<file path="src/source/ctrlPkg.sv">
package ctrlPkg;

  typedef enum logic [5:0] {
    BR    = 6'b010000,  // B and BL
    CBZ   = 6'b010010,
    CBNZ  = 6'b010011,
    ADD   = 6'b100000,
    ADC   = 6'b100001,
    QADD  = 6'b100010,
    SUB   = 6'b100011,
    SBS   = 6'b100100,
    SBC   = 6'b100101,
    QSUB  = 6'b100110,
    MUL   = 6'b100111,
    MLA   = 6'b101000,
    MLS   = 6'b101001,
    UMULL = 6'b101010,  // 64-bit result
    UMLAL = 6'b101011,
    SMULL = 6'b101100,
    SMLAL = 6'b101101,
    UDIV  = 6'b101110,
    SDIV  = 6'b101111,
    AND   = 6'b110000,
    BIC   = 6'b110001,
    ORR   = 6'b110010,
    ORN   = 6'b110011,
    EOR   = 6'b110100,
    CMN   = 6'b110101,  // Compares set flags only
    TST   = 6'b110110,
    TEQ   = 6'b110111,
    CMP   = 6'b111000,
    MOV   = 6'b111001,
    LSR   = 6'b111010,
    ASR   = 6'b111011,
    LSL   = 6'b111100,
    ROR   = 6'b111101,
    RRX   = 6'b111110
  } aluOp;

  // Class comes from instruction bits 27:26
  typedef enum logic [1:0] {
    MEMORY   = 2'b00,
    BRANCH   = 2'b01,
    DATAPROC = 2'b10
  } instrClass;

  typedef enum logic [1:0] {
    NOWRITE = 2'b00,
    SINGLE  = 2'b01,
    DOUBLE  = 2'b11  // Result pair into two registers
  } regWriteKind;

  typedef struct packed {
    logic n;
    logic z;
    logic c;
    logic v;
    logic q;  // Sticky saturation
  } aluFlags;

  // Flag-write group bits
  localparam int FW_NZ  = 1;
  localparam int FW_CVQ = 0;

  localparam logic [3:0] COND_AL = 4'b1110;

  typedef struct packed {
    logic [1:0]  flagWrite;
    logic        branch;
    logic        memWrite;
    regWriteKind regWrite;
    logic        memToReg;
    logic        noWrite;  // Compare ops
    logic        pcSrc;
    logic        aluSrc;
    aluOp        aluControl;
    logic [3:0]  cond;
    logic        memStore;
    logic        memPost;
  } decodeCtrl;

  typedef struct packed {
    logic        memWrite;
    logic        memToReg;
    regWriteKind regWrite;
    logic        pcSrc;
    logic        memStore;
    logic        memPost;
  } memCtrl;

  typedef struct packed {
    logic        memToReg;
    regWriteKind regWrite;
    logic        pcSrc;
    logic        memStore;
    logic        memPost;
  } wbCtrl;

endpackage

</file>
<file path="src/source/condUnit.sv">
`timescale 1ns/1ps

module condUnit (
  input  logic             clk,
  input  logic             rst,
  input  logic [3:0]       cond,
  input  logic [1:0]       flagWrite,
  input  ctrlPkg::aluFlags aluFlagsE,
  output logic             condEx,
  output ctrlPkg::aluFlags flags  // Architectural flags
);
  import ctrlPkg::*;

  aluFlags flagsNext;

  always_comb begin
    case (cond)
      4'h0:    condEx = flags.z;                        // EQ
      4'h1:    condEx = ~flags.z;                       // NE
      4'h2:    condEx = flags.c;                        // CS
      4'h3:    condEx = ~flags.c;                       // CC
      4'h4:    condEx = flags.n;                        // MI
      4'h5:    condEx = ~flags.n;                       // PL
      4'h6:    condEx = flags.v;                        // VS
      4'h7:    condEx = ~flags.v;                       // VC
      4'h8:    condEx = flags.c & ~flags.z;             // HI
      4'h9:    condEx = ~flags.c | flags.z;             // LS
      4'hA:    condEx = (flags.n == flags.v);           // GE
      4'hB:    condEx = (flags.n != flags.v);           // LT
      4'hC:    condEx = ~flags.z & (flags.n == flags.v);
      4'hD:    condEx = flags.z | (flags.n != flags.v); // LE
      COND_AL: condEx = 1'b1;
      default: condEx = 1'b1;  // Unconditional space
    endcase
  end

  // Only a passing instruction may touch the flags
  always_comb begin
    flagsNext = flags;
    if (condEx && flagWrite[FW_NZ]) begin
      flagsNext.n = aluFlagsE.n;
      flagsNext.z = aluFlagsE.z;
    end
    if (condEx && flagWrite[FW_CVQ]) begin
      flagsNext.c = aluFlagsE.c;
      flagsNext.v = aluFlagsE.v;
      flagsNext.q = aluFlagsE.q;
    end
  end

  always_ff @(posedge clk) begin
    if (rst) begin
      flags <= '0;
    end else begin
      flags <= flagsNext;
    end
  end

endmodule

</file>
<file path="src/source/execCommit.sv">
`timescale 1ns/1ps

module execCommit (
  input  logic                 clk,
  input  logic                 rst,
  input  ctrlPkg::decodeCtrl   ctrlE,
  input  ctrlPkg::aluFlags     aluFlagsE,
  output logic                 aluSrcE,
  output ctrlPkg::aluOp        aluControlE,
  output logic                 memToRegE,
  output logic                 branchTakenE,
  output ctrlPkg::aluFlags     flagsE,
  output logic                 memStoreE,
  output logic                 memPostE,
  output logic                 memWriteM,
  output ctrlPkg::regWriteKind regWriteM,
  output logic                 memToRegW,
  output ctrlPkg::regWriteKind regWriteW,
  output logic                 pcWrPendingW,
  output logic                 memStoreW,
  output logic                 memPostW
);
  import ctrlPkg::*;

  logic        condEx;
  regWriteKind regWriteGated;
  memCtrl      memNext;
  memCtrl      ctrlM;
  wbCtrl       ctrlW;

  condUnit uCond (
    .clk       (clk),
    .rst       (rst),
    .cond      (ctrlE.cond),
    .flagWrite (ctrlE.flagWrite),
    .aluFlagsE (aluFlagsE),
    .condEx    (condEx),
    .flags     (flagsE)
  );

  assign aluSrcE      = ctrlE.aluSrc;
  assign aluControlE  = ctrlE.aluControl;
  assign memToRegE    = ctrlE.memToReg;
  assign memStoreE    = ctrlE.memStore;
  assign memPostE     = ctrlE.memPost;
  assign branchTakenE = ctrlE.branch & condEx;

  always_comb begin
    if (ctrlE.noWrite || !condEx) begin
      regWriteGated = NOWRITE;  // Compare or failed condition
    end else begin
      regWriteGated = ctrlE.regWrite;
    end
  end

  always_comb begin
    memNext.memWrite = ctrlE.memWrite & condEx;
    memNext.memToReg = ctrlE.memToReg;
    memNext.regWrite = regWriteGated;
    memNext.pcSrc    = ctrlE.pcSrc & condEx;
    memNext.memStore = ctrlE.memStore;
    memNext.memPost  = ctrlE.memPost;
  end

  // Execute to Memory, then Memory to Writeback
  always_ff @(posedge clk) begin
    if (rst) begin
      ctrlM <= '0;
      ctrlW <= '0;
    end else begin
      ctrlM <= memNext;
      ctrlW <= '{
        memToReg: ctrlM.memToReg,
        regWrite: ctrlM.regWrite,
        pcSrc:    ctrlM.pcSrc,
        memStore: ctrlM.memStore,
        memPost:  ctrlM.memPost
      };
    end
  end

  assign memWriteM    = ctrlM.memWrite;
  assign regWriteM    = ctrlM.regWrite;
  assign memToRegW    = ctrlW.memToReg;
  assign regWriteW    = ctrlW.regWrite;
  assign pcWrPendingW = ctrlW.pcSrc;  // PC redirect reaches Writeback
  assign memStoreW    = ctrlW.memStore;
  assign memPostW     = ctrlW.memPost;

endmodule

</file>
<file path="src/source/execStageReg.sv">
`timescale 1ns/1ps

module execStageReg (
  input  logic               clk,
  input  logic               rst,
  input  logic               flushE,  // Level, turns Execute into a bubble
  input  ctrlPkg::decodeCtrl ctrlD,
  output ctrlPkg::decodeCtrl ctrlE
);

  // All-zero word is the bubble: no writes, no branch, no flag update
  always_ff @(posedge clk) begin
    if (rst || flushE) begin
      ctrlE <= '0;
    end else begin
      ctrlE <= ctrlD;
    end
  end

endmodule

</file>
<file path="src/source/instrDecoder.sv">
`timescale 1ns/1ps

module instrDecoder (
  input  logic [31:12]       instrD,
  output logic [1:0]         regSrcD,
  output logic [1:0]         immSrcD,
  output ctrlPkg::decodeCtrl ctrlD
);
  import ctrlPkg::*;

  instrClass   cls;
  aluOp        aluCtl;
  regWriteKind regKind;
  logic        isDp;
  logic        isBr;
  logic        isMem;
  logic        isImm;
  logic        setsFlags;
  logic        isLoad;
  logic        isAdd;
  logic        isPre;
  logic        isPost;
  logic        isWriteBack;
  logic        isLong;
  logic        isBl;
  logic        writesReg;

  always_comb begin
    if (instrD[27]) begin
      cls = DATAPROC;
    end else if (instrD[26]) begin
      cls = BRANCH;
    end else begin
      cls = MEMORY;
    end
  end

  assign isDp  = (cls == DATAPROC);
  assign isBr  = (cls == BRANCH);
  assign isMem = (cls == MEMORY);

  assign isImm     = instrD[25];  // I bit
  assign setsFlags = instrD[20];  // S bit
  assign isLoad    = instrD[20];  // L bit, memory only
  assign isAdd     = instrD[23];  // U bit

  // P and W select the indexing form
  assign isPre       = isMem & instrD[24] & instrD[21];
  assign isPost      = isMem & ~instrD[24] & ~instrD[21];
  assign isWriteBack = isPre | isPost;

  always_comb begin
    aluCtl = ADD;
    isBl   = 1'b0;
    case (cls)
      DATAPROC: begin
        case ({instrD[26], instrD[24:21]})
          5'd0:    aluCtl = ADD;
          5'd1:    aluCtl = ADC;
          5'd2:    aluCtl = QADD;
          5'd3:    aluCtl = SUB;
          5'd4:    aluCtl = SBS;
          5'd5:    aluCtl = SBC;
          5'd6:    aluCtl = QSUB;
          5'd7:    aluCtl = MUL;
          5'd8:    aluCtl = MLA;
          5'd9:    aluCtl = MLS;
          5'd10:   aluCtl = UMULL;
          5'd11:   aluCtl = UMLAL;
          5'd12:   aluCtl = SMULL;
          5'd13:   aluCtl = SMLAL;
          5'd14:   aluCtl = UDIV;
          5'd15:   aluCtl = SDIV;
          5'd16:   aluCtl = AND;
          5'd17:   aluCtl = BIC;
          5'd18:   aluCtl = ORR;
          5'd19:   aluCtl = ORN;
          5'd20:   aluCtl = EOR;
          5'd21:   aluCtl = CMN;
          5'd22:   aluCtl = TST;
          5'd23:   aluCtl = TEQ;
          5'd24:   aluCtl = CMP;
          5'd25:   aluCtl = MOV;
          5'd26:   aluCtl = LSR;
          5'd27:   aluCtl = ASR;
          5'd28:   aluCtl = LSL;
          5'd29:   aluCtl = ROR;
          5'd30:   aluCtl = RRX;
          default: aluCtl = ADD;  // Unused slot
        endcase
      end
      BRANCH: begin
        case (instrD[25:24])
          2'b00: aluCtl = BR;
          2'b01: begin
            aluCtl = BR;
            isBl   = 1'b1;  // Link register write
          end
          2'b11:   aluCtl = CBZ;
          default: aluCtl = CBNZ;
        endcase
      end
      default: begin
        if (isAdd) begin  // Offset direction
          aluCtl = ADD;
        end else begin
          aluCtl = SUB;
        end
      end
    endcase
  end

  assign isLong    = aluCtl inside {UMULL, UMLAL, SMULL, SMLAL};
  assign writesReg = isDp | (isBr & isBl) | (isMem & (isLoad | isWriteBack));

  always_comb begin
    if (!writesReg) begin
      regKind = NOWRITE;
    end else if (isLong || (isWriteBack && isLoad)) begin
      regKind = DOUBLE;  // Data plus updated base
    end else begin
      regKind = SINGLE;
    end
  end

  always_comb begin
    case (cls)
      DATAPROC: begin
        regSrcD = 2'b00;
        immSrcD = 2'b00;
      end
      BRANCH: begin
        regSrcD = 2'b01;
        immSrcD = 2'b10;
      end
      default: begin
        regSrcD = {~isLoad, 1'b0};  // Stores read Rd as data
        immSrcD = 2'b01;
      end
    endcase
  end

  always_comb begin
    ctrlD.flagWrite[FW_NZ]  = isDp & setsFlags;
    ctrlD.flagWrite[FW_CVQ] = isDp & setsFlags & (aluCtl inside {
      ADD, ADC, QADD, SUB, SBS, SBC, QSUB, AND, BIC, ORR, ORN, EOR,
      CMN, TST, TEQ, CMP, LSR, ASR, LSL, ROR, RRX});
    ctrlD.branch     = isBr;
    ctrlD.memWrite   = isMem & ~isLoad;
    ctrlD.regWrite   = regKind;
    ctrlD.memToReg   = isMem & (isLoad | isPost);
    ctrlD.noWrite    = aluCtl inside {CMN, TST, TEQ, CMP};
    ctrlD.pcSrc      = ((instrD[15:12] == 4'hF) & (regKind != NOWRITE)) | isBr;
    ctrlD.aluSrc     = isDp ? isImm : 1'b1;
    ctrlD.aluControl = aluCtl;
    ctrlD.cond       = instrD[31:28];
    ctrlD.memStore   = isMem & ~isLoad;
    ctrlD.memPost    = isPost;
  end

endmodule

</file>
<file path="src/source/pipeController.sv">
`timescale 1ns/1ps

module pipeController (
  input  logic                 clk,
  input  logic                 rst,
  input  logic [31:12]         instrD,
  input  ctrlPkg::aluFlags     aluFlagsE,  // From the datapath ALU
  input  logic                 flushE,
  output logic [1:0]           regSrcD,
  output logic [1:0]           immSrcD,
  output logic                 aluSrcE,
  output ctrlPkg::aluOp        aluControlE,
  output logic                 memToRegE,
  output logic                 branchTakenE,
  output ctrlPkg::aluFlags     flagsE,
  output logic                 memStoreE,
  output logic                 memPostE,
  output logic                 memWriteM,
  output ctrlPkg::regWriteKind regWriteM,
  output logic                 memToRegW,
  output ctrlPkg::regWriteKind regWriteW,
  output logic                 pcWrPendingW,
  output logic                 memStoreW,
  output logic                 memPostW
);
  import ctrlPkg::*;

  decodeCtrl ctrlD;  // Decode stage word
  decodeCtrl ctrlE;

  instrDecoder uDecoder (
    .instrD  (instrD),
    .regSrcD (regSrcD),
    .immSrcD (immSrcD),
    .ctrlD   (ctrlD)
  );

  execStageReg uExecReg (
    .clk    (clk),
    .rst    (rst),
    .flushE (flushE),
    .ctrlD  (ctrlD),
    .ctrlE  (ctrlE)
  );

  execCommit uCommit (
    .clk          (clk),
    .rst          (rst),
    .ctrlE        (ctrlE),
    .aluFlagsE    (aluFlagsE),
    .aluSrcE      (aluSrcE),
    .aluControlE  (aluControlE),
    .memToRegE    (memToRegE),
    .branchTakenE (branchTakenE),
    .flagsE       (flagsE),
    .memStoreE    (memStoreE),
    .memPostE     (memPostE),
    .memWriteM    (memWriteM),
    .regWriteM    (regWriteM),
    .memToRegW    (memToRegW),
    .regWriteW    (regWriteW),
    .pcWrPendingW (pcWrPendingW),
    .memStoreW    (memStoreW),
    .memPostW     (memPostW)
  );

endmodule

</file>
<file path="config.mk">
export PLATFORM = sky130hd
export DESIGN_NAME = pipeController
export DESIGN_NICKNAME = d
export VERILOG_FILES = /design/src/source/ctrlPkg.sv /design/src/source/condUnit.sv /design/src/source/execCommit.sv /design/src/source/execStageReg.sv /design/src/source/instrDecoder.sv /design/src/source/pipeController.sv
export SDC_FILE = /design/constraint.sdc
export NUM_CORES = 1
export LEC_CHECK = 0
export BUFFER_PORTS_ARGS = -buffer_cell sky130_fd_sc_hd__buf_2
export CORE_UTILIZATION = 48
export DETAILED_ROUTE_END_ITERATION = 8
export GPL_ROUTABILITY_DRIVEN = 0
export PLACE_DENSITY = 0.76
export SYNTH_ARGS = -nofsm -noshare
export SYNTH_HDL_FRONTEND = slang
export SYNTH_SLANG_ARGS = --single-unit
</file>
<file path="constraint.sdc">
create_clock -name clk -period 1.9 [get_ports clk]
set_clock_uncertainty 0.05 [all_clocks]
set_input_delay 0.095 -clock clk [delete_from_list [all_inputs] [get_ports clk]]
set_output_delay 0.095 -clock clk [all_outputs]
set_load 0.01 [all_outputs]
</file>
==> run metrics <==
status finished, violations left; failing checks setup timing; die footprint ~3600 um2; global-route wire length before repair between 5000 and 6000 um; post-synth top area cell dfxtp_1; Power Density 731 nW/um2; Max Root-Sink Buffers 2; Yosys reg bits 39; syn nets around 200; layout net count roughly 260; Die W roughly 60 um; IO Port Bufs between 50 and 60; WL/cell approximately 11 um; total number of vias roughly 1,300; Pre-Repair DR Iteration Count 4; Remaining DRCs 0; count of max-cap constraint violations 0; crit start category register; FF/Latch Area a little under 800 um2; Fin. Hold Viols 0; reg-to-reg critical path startpoint uExecReg.ctrlE[4]; Mapped Area between 1500 and 2000 um2; Hold Path Class input port to register; Post-synth top cells dfxtp_1, nor2_1, nand2b_1; htree depth 2; 1st-iter DRT viols 37; Rows 20; Antenna Nets Post-Route 0; dominant synthesized flop cell dfxtp_1; post-synthesis sequential area ratio about half; antenna violations before repair 0; Synth top area share between 40% and 50%; Power Total about 1.5 mW; VDD IR max ~0.50 mV; Multi-input gate area between 700 and 800 um2; CTS buffer count 5; crit-path max FO 4; FFs w/ async S/R, synth 0%; static leakage roughly 0.93 nW; Worst slew margin 69.8%; WS Path Type register to output pin; CTS tree yes; pre-CTS setup slack around 0.052 ns; initial core utilization 51.4%; I/O pin count 57; n_diodes 0; core footprint roughly 3100 um2; most common cell in the netlist dfxtp_1; vias per cell between 4 and 5; FILL cells 250; CP Capture Type output pin; Die Y 59.7 um; detailed placer's ending HPWL 2100 um; Reg clk slew, reported paths between 0.1 and 0.15 ns; Post-synth EDFFs 0; top post-synthesis cells by area dfxtp_1, buf_4, nand2b_1; Avg Cell Area, Syn 9.33 um2; number of global-route vias before repair 1,192; Area Growth Syn to Fin 31.8%; total clock sinks 39; global route overflow 0; Ys Warns 0; RSZ-0062 raised after global routing true; largest net degree at the start of global routing 24; Synth Instances ~170; count of cell types in the netlist 38; worst setup path start uExecReg.ctrlE[4]; Slew Limit Fails 0; Final WS setup -0.0909 ns; Root Driver clkbuf_4; Critical Path AT roughly 1.9 ns; all-layer global routing usage roughly 20%; final setup vio count 1; post-layout min period between 1.5 and 2 ns; share of cells above drive strength 1 around a third; Fmax about 0.5 GHz; HP Start instrD[22]; Worst-Skew Late Latency between 0.3 and 0.4 ns; DRT Wirelength 3160 um; CP required about 1.8 ns; Slew @ Worst Pin around 0.45 ns; Tcrit/Tclk final 105%
==> placed cells by master, fill, tap and decap left out, drive strengths merged <==
cell type | Yosys | layout
o221ai | 2 | 2
nor2b | 11 | 11
and2b | 2 | 2
mux2i | 6 | 6
inv | 8 | 8
nor3 | 7 | 7
nand2 | 6 | 6
a41oi | 1 | 1
o22ai | 1 | 1
a32oi | 1 | 1
nand4b | 1 | 1
nand3 | 2 | 2
nand3b | 1 | 1
or2 | 2 | 2
mux2 | 1 | 1
nor4 | 1 | 1
dlygate4sd3 | 0 | 17
or3 | 1 | 1
and4 | 1 | 1
a21o | 1 | 1
buf | 11 | 55
a311oi | 1 | 1
o21a | 1 | 1
xnor2 | 3 | 3
nor2 | 15 | 15
nand4 | 1 | 1
o21ai | 4 | 4
nor3b | 2 | 2
nand2b | 12 | 12
bufinv | 0 | 1
dfxtp | 39 | 39
and2 | 6 | 6
nor4b | 1 | 1
clkbuf | 8 | 6
a31oi | 4 | 4
a21oi | 7 | 7
==> sequential cells by signal (all words and copies together) (netlist names) <==
signal,count
uCommit.memWriteM,1
uCommit.memStoreW,1
uCommit.pcWrPendingW,1
uCommit.regWriteW,2
uCommit.regWriteM,2
uCommit.memToRegW,1
uCommit.uCond.flags,5
uCommit.memPostW,1
uCommit.ctrlM,4
uExecReg.ctrlE,21
==> timing repair <==
action,CTS,global route
setup endpoints to repair,1,4
pin swaps,5,0
resized for setup,10,1
hold buffers,17,0
gates cloned,0,0
setup buffers,2,0
hold endpoints to repair,17,0
==> power by group <==
group | switching (mW) | total (mW) | internal, mW | leakage, nW
combinational | 0.0900 | 0.178 | 0.0876 | 0.569
sequential | 0.00757 | 0.842 | 0.835 | 0.319
clock | 0.246 | 0.517 | 0.271 | 0.0383
total | 0.343 | 1.54 | 1.19 | 0.926
==> kinds of logic (layout without fill, tap and decap cells) <==
kind of cell | after synthesis | in the layout | share of synthesized area, %
xor gates and xnor gates | 3 | 3 | 1.65
and+or+nand+nor | 72 | 72 | 25.7
DFF | 39 | 39 | 48.9
muxes | 7 | 7 | 4.47
buffers and inverters | 27 | 87 | 8.94
AOI/OAI and AO/OA | 23 | 23 | 10.3
==> through the flow <==
| step | hold slack [ns] | TNS (ns) | util [%] | std cells | instance area [um2] |
|---|---|---|---|---|---|
| final | 0.00232 | -0.0909 | 67.8 | 275 | 2100 |
| after global routing | 0.0197 | -0.310 | 67.8 | 275 | 2100 |
| after CTS | 0.000943 | -0.110 | 67.7 | 275 | 2100 |
| after detailed placement | 0.248 | 0 | 58.2 | 249 | 1810 |
| after global placement | 0.247 | 0 | 58.2 | 249 | 1810 |
| after floorplan | 0.117 | 0 | - | 171 | 1600 |
==> per-layer routing <==
layer  GRT usage, %  vias up  wire length [um]
met3           5.84        5               189
met5              0        -                 0
met4           7.97        0                48
li1               -      682                 -
met1           24.0      587              1390
met2           32.9       41              1530
==> critical path, cell delays in order, from the launching register on <==
cell and delay [ns]:
dfxtp_2 0.36, buf_6 0.12, nor3b_2 0.17, a311oi_2 0.08, or2_1 0.26, a32oi_4 0.19
and2b_1 0.19, buf_2 0.13
==> final timing paths <==
path | slack (ns) | endpoint | cells past startpoint
worst max register to register | 0.06 | uCommit.uCond.flags[4] | 6
worst min-delay path | 0.002 | uExecReg.ctrlE[8] | 2
worst min register to register | 0.39 | uCommit.regWriteM[1] | 1
worst max-delay path | -0.09 | branchTakenE | 7
==> cell type report <==
type,instances,area share (%)
Inverter,8,1.43
Timing Repair Buffer,72,21.7
Clock inverter,1,1.43
Sequential cell,39,37.4
Tap cell,44,2.62
Clock buffer,6,1.96
Multi-Input combinational cell,105,33.5
No activity file was read; power rests on OpenSTA's default activity.
